File: config.mk
export PLATFORM = sky130hd
export DESIGN_NAME = axi_lite_addr_decoder
export DESIGN_NICKNAME = d
export VERILOG_FILES = /design/src/mempool_lite_pkg.sv /design/src/axi_lite_addr_decoder.sv
export VERILOG_INCLUDE_DIRS = /design/src
export SDC_FILE = /design/constraint.sdc
export NUM_CORES = 1
export LEC_CHECK = 0
export BUFFER_PORTS_ARGS = -buffer_cell sky130_fd_sc_hd__buf_4
export CORE_AREA = 2 2 172 174
export CTS_BUF_LIST = sky130_fd_sc_hd__clkbuf_2
export DETAILED_ROUTE_END_ITERATION = 10
export DIE_AREA = 0 0 174 176
export PLACE_DENSITY = 0.41
export REMOVE_ABC_BUFFERS = 1
export SETUP_SLACK_MARGIN = 0.2
export SLEW_MARGIN = 40
export SYNTH_ARGS = -nofsm -noshare
export SYNTH_HDL_FRONTEND = slang
export SYNTH_SLANG_ARGS = --single-unit
File: constraint.sdc
create_clock -name clk_i -period 7.2 [get_ports clk_i]
set_input_delay 1.44 -clock clk_i [delete_from_list [all_inputs] [get_ports clk_i]]
set_output_delay 1.44 -clock clk_i [all_outputs]
set_load 0.02 [all_outputs]
File: src/mempool_lite_defines.svh
//**************************************************************************
// Widths, address map and boot timing of the MemPool-lite system slice
// Include wherever one of these values is needed
//**************************************************************************
`ifndef MEMPOOL_LITE_DEFINES_SVH
`define MEMPOOL_LITE_DEFINES_SVH

`define ADDR_WIDTH 32
`define DATA_WIDTH 32
`define STRB_WIDTH (`DATA_WIDTH / 8)

`define CTRL_BASE 32'h4000_0000
`define CTRL_SIZE 32'h0100_0000
`define L2_BASE   32'h8000_0000
`define L2_SIZE   32'h0700_0000
`define L2_WORDS  256             // Implemented depth, wraps in region

`define BOOT_DELAY 64
`define NUM_CORES  16

`define REG_BOOT_ADDR 32'h0000_0000
`define REG_WAKE_UP   32'h0000_0004
`define REG_SCRATCH   32'h0000_0008
`define REG_NUM_CORES 32'h0000_000C

`define BOOT_ADDR_RESET 32'h8000_0000

`endif

File: src/mempool_lite_pkg.sv
//**************************************************************************
// AXI4-Lite channel types, response codes and FSM states of the slice
// Import into every module that uses the link types
//**************************************************************************
`include "mempool_lite_defines.svh"

package mempool_lite_pkg;

    typedef enum logic [1:0] {
        OKAY   = 2'b00,
        SLVERR = 2'b10
    } axil_resp_e;

    typedef struct packed {
        logic [`ADDR_WIDTH-1:0] aw_addr;
        logic                   aw_valid;
        logic [`DATA_WIDTH-1:0] w_data;
        logic [`STRB_WIDTH-1:0] w_strb;
        logic                   w_valid;
        logic                   b_ready;
        logic [`ADDR_WIDTH-1:0] ar_addr;
        logic                   ar_valid;
        logic                   r_ready;
    } axil_req_t;

    typedef struct packed {
        logic                   aw_ready;
        logic                   w_ready;
        axil_resp_e             b_resp;
        logic                   b_valid;
        logic                   ar_ready;
        logic [`DATA_WIDTH-1:0] r_data;
        axil_resp_e             r_resp;
        logic                   r_valid;
    } axil_rsp_t;

    typedef enum logic [2:0] {
        IDLE,
        WAIT_BOOTROM,
        WAKE_UP_AW,
        WAKE_UP_W,
        WAKE_UP_B,
        DONE,
        BOOT_ERR
    } boot_state_e;

    // Handshake state of a single-transaction slave
    typedef enum logic [1:0] {
        TGT_IDLE,
        TGT_WDATA,
        TGT_BRESP,
        TGT_RRESP
    } tgt_state_e;

    function automatic logic [`DATA_WIDTH-1:0] apply_strb(
        input logic [`DATA_WIDTH-1:0] old_data,
        input logic [`DATA_WIDTH-1:0] new_data,
        input logic [`STRB_WIDTH-1:0] strb
    );
        logic [`DATA_WIDTH-1:0] merged;
        merged = old_data;
        for (int i = 0; i < `STRB_WIDTH; i++) begin
            if (strb[i]) begin
                merged[8*i +: 8] = new_data[8*i +: 8];
            end
        end
        return merged;
    endfunction

endpackage

File: src/axi_lite_addr_decoder.sv
//**************************************************************************
// Routes one AXI4-Lite port to the control registers or L2, and answers
// unmapped addresses with SLVERR from a built-in error slave
//**************************************************************************
`timescale 1ns/1ps
`include "mempool_lite_defines.svh"

module axi_lite_addr_decoder (
    input  logic                        clk_i,
    input  logic                        rst_n_i,
    input  mempool_lite_pkg::axil_req_t s_req_i,
    output mempool_lite_pkg::axil_rsp_t s_rsp_o,
    output mempool_lite_pkg::axil_req_t ctrl_req_o,
    input  mempool_lite_pkg::axil_rsp_t ctrl_rsp_i,
    output mempool_lite_pkg::axil_req_t l2_req_o,
    input  mempool_lite_pkg::axil_rsp_t l2_rsp_i
);

    import mempool_lite_pkg::*;

    typedef enum logic [1:0] {
        SEL_CTRL,
        SEL_L2,
        SEL_ERR
    } sel_e;

    sel_e sel_q, sel;
    logic busy_q;
    logic start;
    logic done;
    logic [`ADDR_WIDTH-1:0] sel_addr;
    axil_req_t err_req;
    axil_rsp_t err_rsp;
    tgt_state_e err_state_q;

    function automatic sel_e decode(input logic [`ADDR_WIDTH-1:0] addr);
        if (addr >= `CTRL_BASE && addr < `CTRL_BASE + `CTRL_SIZE) begin
            return SEL_CTRL;
        end
        if (addr >= `L2_BASE && addr < `L2_BASE + `L2_SIZE) begin
            return SEL_L2;
        end
        return SEL_ERR;
    endfunction

    function automatic axil_req_t gate_req(input axil_req_t req, input logic en);
        axil_req_t gated;
        gated          = req;
        gated.aw_valid = req.aw_valid && en;
        gated.w_valid  = req.w_valid && en;
        gated.b_ready  = req.b_ready && en;
        gated.ar_valid = req.ar_valid && en;
        gated.r_ready  = req.r_ready && en;
        return gated;
    endfunction

    assign sel_addr = s_req_i.aw_valid ? s_req_i.aw_addr : s_req_i.ar_addr;
    assign sel      = busy_q ? sel_q : decode(sel_addr);

    assign ctrl_req_o = gate_req(s_req_i, sel == SEL_CTRL);
    assign l2_req_o   = gate_req(s_req_i, sel == SEL_L2);
    assign err_req    = gate_req(s_req_i, sel == SEL_ERR);

    always_comb begin
        case (sel)
            SEL_CTRL: s_rsp_o = ctrl_rsp_i;
            SEL_L2:   s_rsp_o = l2_rsp_i;
            default:  s_rsp_o = err_rsp;
        endcase
    end

    assign start = (s_req_i.aw_valid && s_rsp_o.aw_ready) ||
                   (s_req_i.ar_valid && s_rsp_o.ar_ready);
    assign done  = (s_rsp_o.b_valid && s_req_i.b_ready) ||
                   (s_rsp_o.r_valid && s_req_i.r_ready);

    always_ff @(posedge clk_i) begin
        if (!rst_n_i) begin
            busy_q <= 1'b0;
            sel_q  <= SEL_ERR;
        end else if (!busy_q && start) begin
            busy_q <= 1'b1;
            sel_q  <= sel;
        end else if (busy_q && done) begin
            busy_q <= 1'b0;
        end
    end

    // Error slave, same timing as a real target
    always_ff @(posedge clk_i) begin
        if (!rst_n_i) begin
            err_state_q <= TGT_IDLE;
        end else begin
            case (err_state_q)
                TGT_IDLE: begin
                    if (err_req.aw_valid) begin
                        err_state_q <= TGT_WDATA;
                    end else if (err_req.ar_valid) begin
                        err_state_q <= TGT_RRESP;
                    end
                end
                TGT_WDATA: begin
                    if (err_req.w_valid) begin
                        err_state_q <= TGT_BRESP;
                    end
                end
                TGT_BRESP: begin
                    if (err_req.b_ready) begin
                        err_state_q <= TGT_IDLE;
                    end
                end
                default: begin
                    if (err_req.r_ready) begin
                        err_state_q <= TGT_IDLE;
                    end
                end
            endcase
        end
    end

    always_comb begin
        err_rsp          = '0;   // Read data stays zero
        err_rsp.aw_ready = (err_state_q == TGT_IDLE);
        err_rsp.ar_ready = (err_state_q == TGT_IDLE) && !err_req.aw_valid;
        err_rsp.w_ready  = (err_state_q == TGT_WDATA);
        err_rsp.b_resp   = SLVERR;
        err_rsp.b_valid  = (err_state_q == TGT_BRESP);
        err_rsp.r_resp   = SLVERR;
        err_rsp.r_valid  = (err_state_q == TGT_RRESP);
    end

endmodule

==> impl_results.md, run 1 <==
- Mapped cell area: 2540 µm²
- # Max-Cap Violations: 0
- Top-area cell type share of the netlist area: 59.4%
- Critical-path maximum fanout: 22
- Final cell count without fillers: 707
- Initial core utilization: 8.90%
- Commonest non-fill, non-tap cells in the layout: buf_4 (192), a22o_1 (35), nand2_1 (11)
- Die Y: 176 µm
- Critical path type: in -> out
- Lkg Pwr: 1.32 nW
- Placed Instances: 701
- Mean post-synth cell area: 7.52 µm²
- Setup Skew: 0.00702 ns
- Worst EP arrival: 3.74 ns
- Area leader, netlist: buf_4
- Post-cts hold buffer count: 0
- Most common library cell in the layout ignoring fill and taps: buf_4
- HPWL Detailed: 31300 µm
- Nets: 511
- Max incr delay on CP: 0.63 ns
- Slowest CP cell: o32ai_4
- # DRC: 0
- IO Port Bufs: 187
- Max rail drop VDD: 0.0000488 V
- Hold Path Class: reg -> reg
- Peak Freq: 193 MHz
- Final Hold Fails: 0
- Antenna violations before repair: 2
- Max H-tree Level: 1
- CTS Root Cell: clkbuf_2
- Synth unique cells: 44
- Share of layout cells above drive strength 1: 62.3%
- Vias post-DR: 2472
- Minimum clock period after layout: 5.18 ns
- Seq/Total Area, Yosys: 3.94%
- CP Launch Type: primary input
- Status: finished, final reports clean
- Die area: 30600 µm²
- Die width: 174 µm
- Placer Congestion: 0.867
- Largest net degree at the start of global routing: 25
- Met2 routed WL: 15000 µm
- Num rows: 62
- First-pass GRT wire length: 38400 µm
- Flops & latches, synth: 5
- Num CTS Buffers: 3
- CTS resizes: 0
- Sink Count: 5
- Final setup viols: 0
- IO Count: 440
- WL met3: 9890 µm
- Later-pin clock latency in the skew report: 0.21 ns
- Max_slew headroom: 50.8%
- Endpoint class of the critical path: output pin
- RSZ-0062 raised after global routing: false
- CTS tree: built
- Total global routing overflow: 0
- Top layer in use: met5
- Vias in the first global route: 2319
- Core Region: 28500 µm²
- Worst-path clk slew: 0.05 ns
- Final WL: 33500 µm
- Ys async rst share: 0%
- PD cells: 104 nW/µm²
- Slew at the pin closest to its max-slew limit: 0.738 ns
- EDFF count, synth: 0
- 1st-iter DRT viols: 168
- Cell Chain, Critical Path: buf_4 -> nor4b_1 -> o22ai_1 -> o32ai_4 -> buf_4 -> a22oi_1 -> o21ai_0 -> buf_4
- Synth area leaders: buf_4 (59%), a22o_1 (12%), dfxtp_1 (3.9%)
- GRT Overall Usage: 20.7%
- Setup Total Neg Slack: 0 ns
- M1 wire length: 7280 µm
- Bufs on Longest Clock Path: 2
- DRT Pass-1 Iters: 4
- Slew Limit Fails: 0
- WL/cell: 47.4 µm
- CP most frequent cell: buf_4
- Cell count after synthesis: 338
- Most used DFF post-synth: dfxtp_1
- Yosys warning count: 0
- Post-CTS setup buffer count: 0
- CP required: 5.76 ns
- Final period util: 72.0%
- Via density: 3.50
- Final antenna-violating net count: 0
- Area delta synth->final: 16.0%
[per-layer routing]
metal	up-vias	global-route usage, %
met5	-	10.4
met4	10	5.36
met3	32	29.3
met2	434	32.8
met1	1065	12.6
li1	931	-
[synth_stat cells (2+ instances only)]
cell and count:
nor2_1 2, a21oi_1 2, a31oi_1 2, buf_4 201
o22ai_1 2, a221o_1 2, a22oi_1 4, a21boi_0 2
nand2_1 11, and3b_1 2, or4b_1 2, dfxtp_1 5
a22o_1 35, nor4b_1 2, o211ai_1 3, nand2b_1 2
inv_1 5, and2_1 10, a211o_1 2, nand4b_1 2
nor4_1 2, o21ai_0 2, nand3_1 3, nand4_1 2
nand3b_1 2, clkbuf_1 11
[report_power, final]
part	switching, W	leakage, nW	total [W]	internal [W]
Clock	0.0000109	0.0166	0.0000256	0.0000147
Sequential	0.0000244	0.0411	0.0000600	0.0000357
Combinational	0.000113	1.26	0.000219	0.000107
[state kept, by name (all words and copies together), names as in the netlist]
| register | flops |
|---|---|
| busy_q | 1 |
| err_state_q | 2 |
| sel_q | 2 |
[critical path: cells and delay by family]
| kind | cells | cell delay, ns |
|---|---|---|
| AOI/OAI and AO/OA | 4 | 1.10 |
| and+or+nand+nor | 1 | 0.45 |
| buffers and inverters | 3 | 0.73 |
[area by class of cell]
type | instances | area, µm²
repair buffers | 192 | 1440
inverters | 5 | 18.8
well taps | 384 | 480
fillers | 3363 | 25600
diodes | 2 | 5.00
clock buffers | 4 | 20.0
multi-input cells | 115 | 882
flip-flops and latches | 5 | 100
[cell families (layout without fill, tap and decap cells)]
family / after synthesis / in the layout / synth area share [%]
other: 0 / 2 / 0
AND/OR/NAND/NOR: 49 / 49 / 12.0
AO/OA/AOI/OAI: 64 / 64 / 21.3
multiplexers: 2 / 2 / 0.837
buffers and inverters: 218 / 201 / 61.9
flip-flops: 5 / 5 / 3.94
[through the flow]
step / util [%] / power [W] / hold WS (ns) / instance area, µm² / setup slack (ns)
CTS: 10.3 / 0.000309 / 0.591 / 2940 / 2.05
floorplan: - / 0.000140 / 0.509 / 987 / 0.665
detailed placement: 10.2 / 0.000281 / 0.585 / 2920 / 2.06
finish: 10.3 / 0.000305 / 0.593 / 2950 / 2.02
global route: 10.3 / 0.000326 / 0.643 / 2950 / 1.88
global placement: 10.2 / 0.000282 / 0.588 / 2910 / 1.77
[final timing paths]
path	slack, ns	startpoint	end	cells past startpoint
setup / recovery	2.02	s_req_i[72]	s_rsp_o[36]	8
hold / removal	0.59	err_state_q[1]$_SDFFE_PN0P_	err_state_q[1]$_SDFFE_PN0P_	2
setup reg to reg	4.88	busy_q$_SDFFE_PN0P_	sel_q[0]$_SDFFE_PN0P_	6
hold reg to reg	0.59	err_state_q[1]$_SDFFE_PN0P_	err_state_q[1]$_SDFFE_PN0P_	2
(Power assumes the default switching activity.)
==> inputs of run 2 (changes only) <==
--- a/config.mk
+++ b/config.mk
@@ -11,7 +11,7 @@
 export CTS_BUF_LIST = sky130_fd_sc_hd__clkbuf_2
 export DETAILED_ROUTE_END_ITERATION = 10
 export DIE_AREA = 0 0 174 176
-export PLACE_DENSITY = 0.41
+export PLACE_DENSITY = 0.42
 export REMOVE_ABC_BUFFERS = 1
 export SETUP_SLACK_MARGIN = 0.2
 export SLEW_MARGIN = 40
==> constraint.sdc (replaced) <==
create_clock -name clk_i -period 4.6 [get_ports clk_i]
set_input_delay 0.92 -clock clk_i [delete_from_list [all_inputs] [get_ports clk_i]]
set_output_delay 0.92 -clock clk_i [all_outputs]
set_load 0.02 [all_outputs]
==> run 2 against run 1 <==
Net effect: combinational power up 58%; worst hold slack better by 0.0045 ns; clock power up 56%; via count down 0.89%; register-to-register slack worse by 2.7 ns; total power up 57%; clock skew down 0.0055 ns; worst setup slack worse by 1.3 ns; first-iteration DRC count down 9.5%; die area unchanged; critical endpoint is now s_rsp_o[35]; largest power group unchanged.
==> impl_results.md, run 2 (synthesized netlist as in run 1, its figures left out) <==
- CTS Root Cell: clkbuf_2
- Antenna violations before repair: 1 (-1)
- Lkg Pwr: 1.32 nW (+0.20%)
- IO Port Bufs: 187 (unchanged)
- HPWL Detailed: 31300 µm (about the same)
- Core Util, Final: 10.4% (+0.044 points)
- Status: finished, final reports clean
- Final Hold Fails: 0 (unchanged)
- GR Util met1: 13.0% (+0.42 points)
- Later-pin clock latency in the skew report: 0.21 ns (about the same)
- Most used routing layer: met2
- First-pass GRT wire length: 38600 µm (+0.56%)
- Share of layout cells above drive strength 1: 62.3% (unchanged)
- Most common library cell in the layout ignoring fill and taps: buf_4
- Via density: 3.47 (-0.89%)
- Met2 usage: 33.2% (+0.42 points)
- GRT Overall Usage: 20.8% (+0.045 points)
- Commonest non-fill, non-tap cells in the layout: buf_4 (191), a22o_1 (35), nand2_1 (11)
- Post-cts hold buffer count: 0 (unchanged)
- Num rows: 62 (unchanged)
- Vias in the first global route: 2380 (+2.6%)
- Slew at the pin closest to its max-slew limit: 0.732 ns (-0.00647 ns)
- Max rail drop VDD: 0.0000705 V (+44%)
- WL/cell: 47.1 µm (-0.56%)
- # DRC: 0 (unchanged)
- Num CTS Buffers: 3 (unchanged)
- Post-CTS setup buffer count: 0 (unchanged)
- Sink Count: 5 (unchanged)
- Final WL: 33300 µm (-0.56%)
- IO Count: 440 (unchanged)
- RSZ-0062 raised after global routing: false
- Nets: 511 (unchanged)
- Bufs on Longest Clock Path: 2 (unchanged)
- Worst EP arrival: 2.96 ns (-0.78 ns)
- Placer Congestion: 0.868 (about the same)
- Largest net degree at the start of global routing: 24 (-4.0%)
- Final antenna-violating net count: 0 (unchanged)
- Met3 Usage GRT: 29.7% (+0.43 points)
- # Max-Cap Violations: 0 (unchanged)
- Critical-path maximum fanout: 16 (-27%)
- Final period util: 84.3%
- Hold Path Class: reg -> reg
- 1st-iter DRT viols: 152 (-9.5%)
- Max H-tree Level: 1 (unchanged)
- Total global routing overflow: 0 (unchanged)
- Initial core utilization: 8.90% (unchanged)
- CP Launch Type: primary input
- Core Region: 28500 µm² (unchanged)
- CTS tree: built
- Vias post-DR: 2450 (-0.89%)
- Peak Freq: 258 MHz
- Setup Skew: 0.00151 ns (-0.00551 ns)
- Die width: 174 µm (unchanged)
- PD cells: 162 nW/µm² (+56%)
- Die area: 30600 µm² (unchanged)
- Slew Limit Fails: 0 (unchanged)
- Max_slew headroom: 51.2% (+0.43 points)
- DRT Pass-1 Iters: 4 (unchanged)
- Fillers: 3388 (+0.74%)
- R2R setup slack: 2.23 ns (-2.65 ns)
- Top Registers: err_state_q: 2 flops, sel_q: 2 flops, busy_q: 1 flops
- Minimum clock period after layout: 3.88 ns
- Critical path type: in -> out
- Die Y: 176 µm (unchanged)
- Endpoint class of the critical path: output pin
- Worst-path clk slew: 0.06 ns (about the same)
- Total power: 0.000479 W (+57%)
- Final setup viols: 0 (unchanged)
- CTS resizes: 0 (unchanged)
- CP required: 3.68 ns (-2.08 ns)
- Area delta synth->final: 16.5%
-- run 2: cell counts in the layout (fill, tap and decap cells not counted) --
No cell type changed its count.
-- run 2: worst max-delay path: stages --
cell	delay [ns]
buf_4	0.17
nor4_1	0.31
o22ai_1	0.23
o32ai_4	0.70
a22oi_1	0.22
o21ai_0	0.19
buf_4	0.22
-- run 2: final timing paths --
kind | start | end | depth (start not counted)
max | s_req_i[72] | s_rsp_o[35] | 7
min | sel_q[0]$_SDFFE_PN0P_ | sel_q[0]$_SDFFE_PN0P_ | 2
max reg2reg | busy_q$_SDFFE_PN0P_ | sel_q[0]$_SDFFE_PN0P_ | 6
min reg2reg | sel_q[0]$_SDFFE_PN0P_ | sel_q[0]$_SDFFE_PN0P_ | 2
-- run 2: layer usage --
| metal | share of wire (%) | vias up |
|---|---|---|
| met5 | 0.85 | - |
| met2 | 45 | 450 |
| met3 | 30 | 26 |
| met1 | 22 | 1034 |
| met4 | 2.4 | 8 |
| li1 | - | 932 |
-- run 2: where the power goes --
group	total, W	internal (W)	switching [W]
logic	0.000346	0.000168	0.000178
clock network	0.0000399	0.0000230	0.0000169
registers	0.0000939	0.0000558	0.0000381
total	0.000479	0.000247	0.000233
-- run 2: cell type report --
cell class	count	area, µm²	area share (%)
Inverter	5	18.8	0.634
Sequential cell	5	100	3.38
Antenna cell	2	5.00	0.169
Timing Repair Buffer	192	1450	49.1
Tap cell	384	480	16.2
Multi-Input combinational cell	115	882	29.8
Clock buffer	4	20.0	0.676
-- run 2: per-stage QoR --
stage          TNS [ns]  worst slack, ns  instance area [µm²]  std cells  hold WS, ns
2_1_floorplan    -33.95           -0.895                  987        125        0.509
3_3_place_gp          0            0.713                 2940        701        0.587
3_5_place_dp          0            0.682                 2940        701        0.586
4_1_cts               0            0.680                 2960        705        0.594
5_1_grt               0            0.456                 2960        706        0.618
6_report              0            0.724                 2960        707        0.597
==> inputs of run 3 (changes only) <==
==> constraint.sdc (replaced) <==
create_clock -name clk_i -period 3.38 [get_ports clk_i]
set_input_delay 0.676 -clock clk_i [delete_from_list [all_inputs] [get_ports clk_i]]
set_output_delay 0.676 -clock clk_i [all_outputs]
set_load 0.02 [all_outputs]
==> run 3 against run 2 <==
Net effect: die area did not move; total power rose by 41%; clock-buffer cell count did not move; flip-flop and latch count did not move; register-to-register slack got worse by 0.99 ns; combinational power rose by 42%; critical path depth rose by 1; clock skew rose by 0.0023 ns; sequential share of layout area fell by 0.16 points; first-iteration DRC count fell by 31%; design area rose by 5.1%; critical path type unchanged; critical endpoint is now s_rsp_o[40]; largest power group unchanged.
==> impl_results.md, run 3 (synthesized netlist as in run 1, its figures left out) <==
- Largest net degree at the start of global routing: 25 (+4.2%)
- R2R Path End: sel_q[0]$_SDFFE_PN0P_
- Slew Limit Fails: 0 (unchanged)
- Met2 usage: 33.7% (+0.48 points)
- FF/Latch Area: 100 µm² (unchanged)
- R2r startpoint: busy_q$_SDFFE_PN0P_
- Max rail drop VDD: 0.000106 V (+50%)
- Lkg Pwr: 1.38 nW (+4.6%)
- Nets: 516 (+0.98%)
- Peak Freq: 326 MHz
- Share of layout cells above drive strength 1: 65.0% (+2.7 points)
- Total global routing overflow: 0 (unchanged)
- Hold path cells: 2 (unchanged)
- Sink Count: 5 (unchanged)
- Max H-tree Level: 1 (unchanged)
- Total power: 0.000676 W (+41%)
- Die width: 174 µm (unchanged)
- CP required: 2.70 ns (-0.98 ns)
- Max incr delay on CP: 0.52 ns (-0.18 ns)
- GR Util met1: 12.5% (-0.47 points)
- HPWL Detailed: 31200 µm (-0.40%)
- Commonest non-fill, non-tap cells in the layout: buf_4 (191), a22o_1 (35), nand2_1 (11)
- CTS Root Cell: clkbuf_2
- Antenna violations before repair: 2 (+1)
- Final setup viols: 0 (unchanged)
- Final period util: 90.7%
- 1st-iter DRT viols: 105 (-31%)
- First-pass GRT wire length: 38700 µm (+0.21%)
- Crit path max-delay family: simple AND/OR/NAND/NOR gates
- Via density: 3.53 (+1.8%)
- RSZ-0062 raised after global routing: false
- Setup Total Neg Slack: 0 ns (unchanged)
- Worst hold start: err_state_q[0]$_SDFFE_PN0P_
- Placer Congestion: 0.882 (+1.7%)
- Hold Path Class: reg -> reg
- Vias in the first global route: 2430 (+2.1%)
- Crit path buffers/inverters: 3 (+1)
- Post-cts hold buffer count: 0 (unchanged)
- Worst EP arrival: 2.39 ns (-0.57 ns)
- Met3 Usage GRT: 30.7% (+1.0 points)
- Fillers: 3365 (-0.68%)
- Most common library cell in the layout ignoring fill and taps: buf_4
- CP most frequent cell: buf_4
- Worst min-delay path endpoint: err_state_q[0]$_SDFFE_PN0P_
- Most used routing layer: met2
- Vias post-DR: 2516 (+2.7%)
- # DRC: 0 (unchanged)
- Slowest CP cell: or4b_1
- Initial core utilization: 8.90% (unchanged)
- Num CTS Buffers: 3 (unchanged)
- Max_slew headroom: 62.6% (+11 points)
- Core Region: 28500 µm² (unchanged)
- CP Launch Type: primary input
- Worst-path clk slew: 0.06 ns (about the same)
- Cell Chain, Critical Path: buf_6 -> nor4_4 -> a21oi_2 -> buf_4 -> or4b_1 -> o211ai_1 -> o21bai_1 -> buf_4
- Critical-path maximum fanout: 16 (unchanged)
- CTS tree: built
- Later-pin clock latency in the skew report: 0.21 ns (about the same)
- Final WL: 33300 µm (about the same)
- Worst R2R Path Depth: 7 (+1)
- Final Cell Area: 3110 µm² (+5.1%)
- Top Registers: err_state_q: 2 flops, sel_q: 2 flops, busy_q: 1 flops
- # Max-Cap Violations: 0 (unchanged)
- Bufs on Longest Clock Path: 2 (unchanged)
- Final antenna-violating net count: 0 (unchanged)
- GRT Overall Usage: 20.7% (about the same)
- DRT Pass-1 Iters: 4 (unchanged)
- Final Hold Fails: 0 (unchanged)
- DP Area: 2980 µm² (+1.6%)
- Minimum clock period after layout: 3.07 ns
- IO Count: 440 (unchanged)
- PD cells: 217 nW/µm² (+34%)
- Endpoint class of the critical path: output pin
- Setup Skew: 0.00384 ns (+0.00233 ns)
- WL/cell: 46.7 µm (-0.88%)
- Area of the multi-input gates: 947 µm² (+7.4%)
- Critical path type: in -> out
- Area delta synth->final: 22.4%
- Slew at the pin closest to its max-slew limit: 0.560 ns (-0.172 ns)
- Num rows: 62 (unchanged)
- Die Y: 176 µm (unchanged)
- Die area: 30600 µm² (unchanged)
- IO Port Bufs: 187 (unchanged)
- Status: finished, final reports clean
- R2R setup slack: 1.24 ns (-0.99 ns)
run 3: routing by layer:
layer	vias up	routed length (µm)
li1	941	-
met1	1093	7420
met2	452	15300
met3	24	9920
met4	6	503
met5	-	124
run 3: stage by stage:
| step | instances | util (%) | hold slack [ns] | worst slack (ns) |
|---|---|---|---|---|
| floorplan | 125 | - | 0.509 | -1.63 |
| CTS | 710 | 10.6 | 0.585 | 0.187 |
| global route | 710 | 10.9 | 0.650 | 0.229 |
| finish | 713 | 10.9 | 0.580 | 0.313 |
| global placement | 704 | 10.4 | 0.587 | 0.160 |
| detailed placement | 704 | 10.4 | 0.575 | 0.179 |
run 3: report_power, final:
group          total (W)  switching, W  internal [W]
registers       0.000129     0.0000528     0.0000759
clock network  0.0000561     0.0000247     0.0000314
logic           0.000491      0.000249      0.000242
total           0.000676      0.000326      0.000349
run 3: how the worst max path moves through the flow:
stage	from	endpoint	slack [ns]	cells after the start
floorplan	s_req_i[72]	s_rsp_o[35]	-1.63	5
global placement	s_req_i[98]	s_rsp_o[39]	0.16	9
detailed placement	s_req_i[72]	s_rsp_o[26]	0.18	8
CTS	s_req_i[72]	s_rsp_o[39]	0.19	9
global route	s_req_i[98]	s_rsp_o[39]	0.23	9
finish	s_req_i[72]	s_rsp_o[40]	0.31	8
run 3: what timing repair did:
action	CTS	global route
pin swaps	1	3
endpoints found under the setup margin	19	51
setup buffers	2	0
resized for setup	1	11
run 3: layout make-up:
| class | count | share of cell area [%] |
|---|---|---|
| well taps | 384 | 15.4 |
| diodes | 3 | 0.241 |
| repair buffers | 197 | 49.4 |
| inverters | 5 | 0.603 |
| multi-input cells | 115 | 30.5 |
| clock buffers | 4 | 0.644 |
| flip-flops and latches | 5 | 3.22 |
run 3: worst min-delay path: cells and delay by family (launching register included):
kind             cells  cell delay, ns
DFF                  1            0.39
and+or+nand+nor      2            0.15
